[src/design/ethft_params.svh]
`ifndef ETHFT_PARAMS_SVH
`define ETHFT_PARAMS_SVH

////////////////////////////////////////////////////////////////////////////
// Datapath widths

// One GMII byte lane
`define ETH_DATA_W 8

// Speed code as reported by the PHY status pins
`define ETH_SPEED_W 2

////////////////////////////////////////////////////////////////////////////
// Link qualification

// Consecutive stable samples before a new raw link report is accepted
`define LINK_STABLE_CYCLES 16

// Debounce counter width, must hold LINK_STABLE_CYCLES
`define LINK_CNT_W 5

`endif

[src/design/ethft_pkg.sv]
`include "ethft_params.svh"

package ethft_pkg;

	// One byte on the GMII data lane
	typedef logic [`ETH_DATA_W-1:0] eth_byte_t;

	// Speed code of a PHY
	typedef enum logic [`ETH_SPEED_W-1:0] {
		SPEED_10   = 0,
		SPEED_100  = 1,
		SPEED_1000 = 2
	} speed_e;

	// Index of one of the two redundant PHYs
	typedef logic port_t;

	// Byte lane shared by receive and transmit
	// en carries rxdv on receive and txen on transmit
	typedef struct packed {
		eth_byte_t data;
		logic      en;
		logic      er;
	} gmii_lane_t;

endpackage

[src/design/link_status_if.sv]
`timescale 1ns/100ps

interface link_status_if;

	import ethft_pkg::*;

	// Qualified link state of both PHYs
	logic   phy0_up;
	speed_e phy0_speed;
	logic   phy1_up;
	speed_e phy1_speed;

	// Debounce side
	modport monitor (
		output phy0_up,
		output phy0_speed,
		output phy1_up,
		output phy1_speed
	);

	// Failover decision side
	modport arbiter (
		input phy0_up,
		input phy0_speed,
		input phy1_up,
		input phy1_speed
	);

endinterface

[src/design/link_monitor.sv]
`timescale 1ns/100ps
`include "ethft_params.svh"

module link_monitor (
	input  logic              clk,
	input  logic              reset_i,
	input  logic              phy0_up_i,
	input  ethft_pkg::speed_e phy0_speed_i,
	input  logic              phy1_up_i,
	input  ethft_pkg::speed_e phy1_speed_i,
	link_status_if.monitor    status_o
);

	import ethft_pkg::*;

	localparam logic [`LINK_CNT_W-1:0] stable_cnt = `LINK_STABLE_CYCLES;
	localparam logic [`LINK_CNT_W-1:0] first_cnt  = 1;

	logic   raw_up [2];
	speed_e raw_speed [2];
	logic   qual_up [2];
	speed_e qual_speed [2];

	assign raw_up[0]    = phy0_up_i;
	assign raw_speed[0] = phy0_speed_i;
	assign raw_up[1]    = phy1_up_i;
	assign raw_speed[1] = phy1_speed_i;

	////////////////////////////////////////////////////////////////////////////
	// Per port debounce

	for (genvar i = 0; i < 2; i++) begin : g_port
		logic                   last_up;
		speed_e                 last_speed;
		logic [`LINK_CNT_W-1:0] cnt;
		logic [`LINK_CNT_W-1:0] cnt_next;
		logic                   raw_moved;
		logic                   raw_new;

		// Raw report differs from the previous sample
		assign raw_moved = (raw_up[i] != last_up) || (raw_speed[i] != last_speed);

		// Raw report differs from what downstream sees
		assign raw_new = (raw_up[i] != qual_up[i]) || (raw_speed[i] != qual_speed[i]);

		// A moved report counts this edge as its first stable sample
		always_comb begin
			if (raw_moved) begin
				cnt_next = first_cnt;
			end else if (cnt == stable_cnt) begin
				cnt_next = cnt;
			end else begin
				cnt_next = cnt + 1'b1;
			end
		end

		always_ff @(posedge clk) begin
			if (reset_i) begin
				last_up       <= 1'b0;
				last_speed    <= SPEED_10;
				cnt           <= '0;
				qual_up[i]    <= 1'b0;
				qual_speed[i] <= SPEED_10;
			end else begin
				last_up    <= raw_up[i];
				last_speed <= raw_speed[i];
				cnt        <= cnt_next;
				// Accept on the edge the report completes its stable run
				if (raw_new && (cnt_next == stable_cnt)) begin
					qual_up[i]    <= raw_up[i];
					qual_speed[i] <= raw_speed[i];
				end
			end
		end
	end

	// Qualified state toward the arbiter
	assign status_o.phy0_up    = qual_up[0];
	assign status_o.phy0_speed = qual_speed[0];
	assign status_o.phy1_up    = qual_up[1];
	assign status_o.phy1_speed = qual_speed[1];

endmodule

[src/design/port_arbiter.sv]
`timescale 1ns/100ps

module port_arbiter (
	input  logic              clk,
	input  logic              reset_i,
	link_status_if.arbiter    status_i,
	input  logic              phy0_rxdv_i,
	input  logic              phy1_rxdv_i,
	output ethft_pkg::port_t  active_port_o,
	output logic              link_up_o,
	output ethft_pkg::speed_e speed_o,
	output logic              link_change_o
);

	import ethft_pkg::*;

	port_t  active_q;
	logic   link_up_q;
	speed_e speed_q;
	logic   change_q;

	logic   cur_up;
	logic   other_up;
	logic   cur_rxdv;
	port_t  active_next;
	logic   link_up_next;
	speed_e speed_next;

	// Views relative to the port currently active
	assign cur_up   = active_q ? status_i.phy1_up : status_i.phy0_up;
	assign other_up = active_q ? status_i.phy0_up : status_i.phy1_up;
	assign cur_rxdv = active_q ? phy1_rxdv_i : phy0_rxdv_i;

	// A port with link is never abandoned
	// Failover waits for the failing port to sit between frames
	always_comb begin
		active_next = active_q;
		if (!cur_up && other_up && !cur_rxdv) begin
			active_next = ~active_q;
		end
	end

	// Merged status follows the port chosen on this edge
	assign link_up_next = active_next ? status_i.phy1_up : status_i.phy0_up;

	always_comb begin
		if (!link_up_next) begin
			speed_next = SPEED_10;
		end else if (active_next) begin
			speed_next = status_i.phy1_speed;
		end else begin
			speed_next = status_i.phy0_speed;
		end
	end

	always_ff @(posedge clk) begin
		if (reset_i) begin
			active_q  <= 1'b0;
			link_up_q <= 1'b0;
			speed_q   <= SPEED_10;
			change_q  <= 1'b0;
		end else begin
			active_q  <= active_next;
			link_up_q <= link_up_next;
			speed_q   <= speed_next;
			// Pulse lines up with the first cycle of the new state
			change_q  <= (link_up_next != link_up_q) || (active_next != active_q);
		end
	end

	assign active_port_o = active_q;
	assign link_up_o     = link_up_q;
	assign speed_o       = speed_q;
	assign link_change_o = change_q;

endmodule

[src/design/rx_merge.sv]
`timescale 1ns/100ps

module rx_merge (
	input  logic                  clk,
	input  logic                  reset_i,
	input  ethft_pkg::gmii_lane_t phy0_rx_i,
	input  ethft_pkg::gmii_lane_t phy1_rx_i,
	input  ethft_pkg::port_t      active_port_i,
	input  logic                  link_up_i,
	output ethft_pkg::gmii_lane_t mac_rx_o
);

	import ethft_pkg::*;

	gmii_lane_t sel_lane;
	eth_byte_t  data_q;
	logic       dv_q;
	logic       er_q;

	// Active port lane, blanked while no port has link
	always_comb begin
		if (!link_up_i) begin
			sel_lane = '0;
		end else if (active_port_i) begin
			sel_lane = phy1_rx_i;
		end else begin
			sel_lane = phy0_rx_i;
		end
	end

	// Frame control toward the MAC
	always_ff @(posedge clk) begin
		if (reset_i) begin
			dv_q <= 1'b0;
			er_q <= 1'b0;
		end else begin
			dv_q <= sel_lane.en;
			er_q <= sel_lane.er;
		end
	end

	// Payload byte
	always_ff @(posedge clk) begin
		data_q <= sel_lane.data;
	end

	assign mac_rx_o = '{data: data_q, en: dv_q, er: er_q};

endmodule

[src/design/tx_steer.sv]
`timescale 1ns/100ps

module tx_steer (
	input  logic                  clk,
	input  logic                  reset_i,
	input  ethft_pkg::gmii_lane_t mac_tx_i,
	input  ethft_pkg::port_t      active_port_i,
	input  logic                  link_up_i,
	output ethft_pkg::gmii_lane_t phy0_tx_o,
	output ethft_pkg::gmii_lane_t phy1_tx_o
);

	import ethft_pkg::*;

	gmii_lane_t tx_lane [2];

	for (genvar p = 0; p < 2; p++) begin : g_port
		logic      sel;
		eth_byte_t data_q;
		logic      en_q;
		logic      er_q;

		// Only the active port of a live link carries MAC traffic
		assign sel = link_up_i && (active_port_i == port_t'(p));

		always_ff @(posedge clk) begin
			if (reset_i) begin
				en_q <= 1'b0;
				er_q <= 1'b0;
			end else begin
				en_q <= sel && mac_tx_i.en;
				er_q <= sel && mac_tx_i.er;
			end
		end

		// Idle port sees a zero byte
		always_ff @(posedge clk) begin
			data_q <= sel ? mac_tx_i.data : '0;
		end

		assign tx_lane[p] = '{data: data_q, en: en_q, er: er_q};
	end

	assign phy0_tx_o = tx_lane[0];
	assign phy1_tx_o = tx_lane[1];

endmodule

[src/design/phy_failover_top.sv]
`timescale 1ns/100ps
`include "ethft_params.svh"

module phy_failover_top (
	input  logic                    clk,
	input  logic                    reset_i,

	// PHY 0
	input  logic                    phy0_up_i,
	input  logic [`ETH_SPEED_W-1:0] phy0_speed_i,
	input  logic [`ETH_DATA_W-1:0]  phy0_rxdat_i,
	input  logic                    phy0_rxdv_i,
	input  logic                    phy0_rxer_i,
	output logic [`ETH_DATA_W-1:0]  phy0_txdat_o,
	output logic                    phy0_txen_o,
	output logic                    phy0_txer_o,

	// PHY 1
	input  logic                    phy1_up_i,
	input  logic [`ETH_SPEED_W-1:0] phy1_speed_i,
	input  logic [`ETH_DATA_W-1:0]  phy1_rxdat_i,
	input  logic                    phy1_rxdv_i,
	input  logic                    phy1_rxer_i,
	output logic [`ETH_DATA_W-1:0]  phy1_txdat_o,
	output logic                    phy1_txen_o,
	output logic                    phy1_txer_o,

	// MAC side
	output logic [`ETH_DATA_W-1:0]  mac_rxdat_o,
	output logic                    mac_rxdv_o,
	output logic                    mac_rxer_o,
	input  logic [`ETH_DATA_W-1:0]  mac_txdat_i,
	input  logic                    mac_txen_i,
	input  logic                    mac_txer_i,

	// Merged link status
	output logic                    link_up_o,
	output logic [`ETH_SPEED_W-1:0] speed_o,
	output logic                    active_port_o,
	output logic                    link_change_o
);

	import ethft_pkg::*;

	speed_e     phy0_speed;
	speed_e     phy1_speed;
	gmii_lane_t phy0_rx;
	gmii_lane_t phy1_rx;
	gmii_lane_t phy0_tx;
	gmii_lane_t phy1_tx;
	gmii_lane_t mac_rx;
	gmii_lane_t mac_tx;
	port_t      active_port;
	logic       link_up;
	speed_e     merged_speed;

	link_status_if link_status ();

	////////////////////////////////////////////////////////////////////////////
	// Lane packing

	assign phy0_speed = speed_e'(phy0_speed_i);
	assign phy1_speed = speed_e'(phy1_speed_i);

	assign phy0_rx = '{data: phy0_rxdat_i, en: phy0_rxdv_i, er: phy0_rxer_i};
	assign phy1_rx = '{data: phy1_rxdat_i, en: phy1_rxdv_i, er: phy1_rxer_i};
	assign mac_tx  = '{data: mac_txdat_i, en: mac_txen_i, er: mac_txer_i};

	assign phy0_txdat_o = phy0_tx.data;
	assign phy0_txen_o  = phy0_tx.en;
	assign phy0_txer_o  = phy0_tx.er;
	assign phy1_txdat_o = phy1_tx.data;
	assign phy1_txen_o  = phy1_tx.en;
	assign phy1_txer_o  = phy1_tx.er;

	assign mac_rxdat_o = mac_rx.data;
	assign mac_rxdv_o  = mac_rx.en;
	assign mac_rxer_o  = mac_rx.er;

	assign link_up_o     = link_up;
	assign speed_o       = merged_speed;
	assign active_port_o = active_port;

	////////////////////////////////////////////////////////////////////////////
	// Link qualification and port choice

	link_monitor link_monitor_i (
		.clk          (clk),
		.reset_i      (reset_i),
		.phy0_up_i    (phy0_up_i),
		.phy0_speed_i (phy0_speed),
		.phy1_up_i    (phy1_up_i),
		.phy1_speed_i (phy1_speed),
		.status_o     (link_status)
	);

	// Raw rxdv holds off failover until the frame ends
	port_arbiter port_arbiter_i (
		.clk           (clk),
		.reset_i       (reset_i),
		.status_i      (link_status),
		.phy0_rxdv_i   (phy0_rxdv_i),
		.phy1_rxdv_i   (phy1_rxdv_i),
		.active_port_o (active_port),
		.link_up_o     (link_up),
		.speed_o       (merged_speed),
		.link_change_o (link_change_o)
	);

	////////////////////////////////////////////////////////////////////////////
	// Data stages

	rx_merge rx_merge_i (
		.clk           (clk),
		.reset_i       (reset_i),
		.phy0_rx_i     (phy0_rx),
		.phy1_rx_i     (phy1_rx),
		.active_port_i (active_port),
		.link_up_i     (link_up),
		.mac_rx_o      (mac_rx)
	);

	tx_steer tx_steer_i (
		.clk           (clk),
		.reset_i       (reset_i),
		.mac_tx_i      (mac_tx),
		.active_port_i (active_port),
		.link_up_i     (link_up),
		.phy0_tx_o     (phy0_tx),
		.phy1_tx_o     (phy1_tx)
	);

endmodule

[config.mk]
export PLATFORM = sky130hd
export DESIGN_NAME = phy_failover_top
export DESIGN_NICKNAME = d
export VERILOG_FILES = /design/src/design/ethft_pkg.sv /design/src/design/link_status_if.sv /design/src/design/link_monitor.sv /design/src/design/port_arbiter.sv /design/src/design/rx_merge.sv /design/src/design/tx_steer.sv /design/src/design/phy_failover_top.sv
export VERILOG_INCLUDE_DIRS = /design/src /design/src/design
export SDC_FILE = /design/constraint.sdc
export NUM_CORES = 1
export LEC_CHECK = 0
export BUFFER_PORTS_ARGS = -buffer_cell sky130_fd_sc_hd__buf_2
export CAP_MARGIN = 20
export CORE_AREA = 2 2 71 73
export CTS_BUF_LIST = sky130_fd_sc_hd__clkbuf_8 sky130_fd_sc_hd__clkbuf_16
export DETAILED_ROUTE_END_ITERATION = 16
export DIE_AREA = 0 0 73 75
export PLACE_DENSITY = 0.78
export SLEW_MARGIN = 20
export SYNTH_ARGS = -nofsm -noshare
export SYNTH_HDL_FRONTEND = slang
export SYNTH_SLANG_ARGS = --single-unit
export TNS_END_PERCENT = 50
[constraint.sdc]
create_clock -name clk -period 2.35 [get_ports clk]
set_input_delay 0.235 -clock clk [delete_from_list [all_inputs] [get_ports clk]]
set_output_delay 0.235 -clock clk [all_outputs]
set_load 0.01 [all_outputs]
==> results_dict.tcl <==
set metrics [dict create \
    synth.yosys.seq_area_share_pct 52.3 \
    ios 73 \
    synth.distinct_cells 36 \
    slew-limit-headroom_pct 67.5 \
    clock_skew_ns 0.00471 \
    worst_slew_pin_slew_ns 0.486 \
    setup_slack_ns 0.371 \
    hold_class "in2reg" \
    syn_to_final_growth_pct 26.3 \
    post_drt_wl_per_cell_um 11.8 \
    initial_core_util_pct 49.3 \
    dpl.hpwl_mm 3.13 \
    tns_ns 0 \
    p_int_mw 1.67 \
    grtUsageTotal_pct 16.1 \
    start_kind "flip-flop" \
    synth_flop_cell "dfxtp_1" \
    syn-num-nets 266 \
    seqPwrFrac_pct 48.3 \
    clockRootBuffer "clkbuf_8" \
    arrival_ns 1.98 \
    final_core_util_pct 62.3 \
    finalInstanceArea_um2 2900 \
    dp.cells 342 \
    r2r_slack_ns 0.37 \
    hold_start "mac_txdat_i[7]" \
    gp_congestion 0.817 \
    nets 341 \
    setup_violations 0 \
    grt_max_degree 29 \
    vias 1760 \
    fmax_ghz 0.505 \
    cp_top_family "simple AND/OR/NAND/NOR gates" \
    power_switching_share_pct 21.7 \
    row_count 25 \
    die_y_um 75 \
    drv_cap 0 \
    asyncSetResetFlopFracSynth_pct 0 \
    slowest_delay_ns 0.58 \
    coreArea_um2 4660 \
    synth_enable_flop_cells 6 \
    status "complete, no violations" \
    drive_gt1_share_pct 30.6 \
    syn_area_per_cell_um2 10.3 \
    ys_warn_count 0 \
    clk_pin_slew_ns 0.06 \
    fin_hold_ws_ns 0.123 \
    synth_area_leaders "dfxtp_1 (44%), edfxtp_1 (7.8%), mux2i_1 (5.2%)" \
    reg2reg_from "link_monitor_i.g_port[0].cnt[0]" \
    fp.dieW_um 73 \
    power.total_mw 2.14 \
    cts_buffer_depth 2 \
    grt_pass1_vias 1596 \
    finalCritPeriodShare_pct 84.2 \
    whs_endpoint "tx_steer_i.g_port[0].data_q[7]" \
    clk_latency_ns 0.32 \
    slowest_stage "or4_4" \
    antenna_left 0 \
    drtIter0Drc 65 \
    yosys.area.top_type "dfxtp_1" \
    critical_path.max_fanout 5 \
    dieArea_um2 5480 \
    final_max_slew_viol_count 0 \
    drt_wl_total_mm 4.23 \
    hold_viol 0 \
    antenna_found_initial 0 \
    netlist_area_um2 2300 \
    whs_path_depth 2 \
    hold_buffers 0 \
    end_kind "flip-flop" \
    final_cells 358 \
    dr.pass1.iters 4 \
    p_clk_share_pct 43.0 \
    worst-path-buf-inv 1 \
    synth_top_area_share_pct 44.4 \
    r2r_cells 4 \
    synth_common_cells "dfxtp_1 (51), nor2b_1 (16), nor2_1 (14), mux2i_1 (12)" \
    cts_tree "done" \
    grt-ovfl-total 0 \
    numPortBuffers 72 \
    leakagePower_nw 1.32 \
    crit_type "reg2reg" \
    synth_seq_cells 57 \
    cts-buffers-inserted 9 \
    fin_crit_ns 1.98 \
    drc_errors 0 \
    rsz0062_at_grt "false" \
    grt_pass1_wl_mm 6.58 \
    placed_cell_area_um2 2700 \
    power_density_nw_per_um2 735 \
    htree_num_levels 3 \
    critPathLaunch "link_monitor_i.g_port[0].cnt[0]" \
    dp_slack_ns 0.387 \
    cp.required_ns 2.36 \
    cts_resized 0 \
    syn_inst 224 \
    path_cells "inv_1 > ha_1 > or4_4 > o21bai_1" \
    p_comb_share_pct 8.6 \
    p_sw_mw 0.464 \
    cts_sinks 57 \
    vias_per_cell 4.92 \
    vdd_drop_max_uv 463 \
    antenna-diode-count 0 \
    r2r_end "link_monitor_i.qual_up[0]" \
    cts_setup_buffers 0 \
    yosysMostFrequentCell "dfxtp_1" \
]
[routing by layer]
| metal | routed length [um] | track usage, % | vias up |
|---|---|---|---|
| met5 | 0 | 0 | - |
| met4 | 65 | 6.79 | 0 |
| met3 | 324 | 6.83 | 10 |
| met2 | 1960 | 27.3 | 68 |
| met1 | 1880 | 17.7 | 777 |
| li1 | - | - | 905 |
[state kept, by name, summed over array words and instances (netlist names), 2 cells and up]
register                          flops
tx_steer_i.g_port.en_q                2
link_monitor_i.g_port.cnt            10
tx_steer_i.g_port.er_q                2
link_monitor_i.g_port.last_up         2
link_monitor_i.qual_up                2
tx_steer_i.g_port.data_q             16
link_monitor_i.qual_speed             4
rx_merge_i.data_q                     8
link_monitor_i.g_port.last_speed      4
port_arbiter_i.speed_o                2
[layout by cell type, fill, tap and decap left out, types with 9 or more instances in the layout]
master	instances
a21oi_1	11
nor2b_1	16
clkbuf_8	12
nor2_1	14
dfxtp_1	51
inv_1	13
buf_2	72
mux2i_1	12
xnor2_1	10
nand3_1	9
[power groups by stage]
stage,Clock [mW],Sequential (mW),Combinational (mW)
floorplan,0,1.06,0.104
global placement,0,1.05,0.183
detailed placement,0,1.05,0.186
CTS,0.943,1.03,0.187
global route,0.984,1.04,0.207
finish,0.919,1.03,0.185
[cell families (layout without fill, tap and decap cells)]
group | Yosys count | after routing | synth area share, %
flops | 57 | 57 | 52.3
buf+inv | 21 | 101 | 3.76
mux | 12 | 12 | 5.23
compound gates | 23 | 23 | 6.31
fa+ha+maj | 4 | 4 | 2.18
xor+xnor | 18 | 18 | 6.86
simple gates | 89 | 89 | 23.4
[how the worst max path moves through the flow]
stage | end | slack [ns] | cells after the start
global route | link_monitor_i.qual_speed[0][1] | 0.30 | 4
floorplan | link_monitor_i.qual_speed[0][0] | 0.48 | 4
CTS | link_monitor_i.qual_up[0] | 0.38 | 4
global placement | link_monitor_i.qual_speed[0][1] | 0.43 | 4
finish | link_monitor_i.qual_up[0] | 0.37 | 4
detailed placement | link_monitor_i.qual_speed[0][0] | 0.39 | 4
[area by class of cell]
cell class,count,area [um2]
Clock buffer,12,165
Sequential cell,57,1200
Multi-Input combinational cell,146,1010
Inverter,11,41.3
Fill cell,409,1760
Tap cell,54,67.6
Timing Repair Buffer,74,375
Clock inverter,4,42.5
Note: power is estimated with default switching activity, not from simulation.
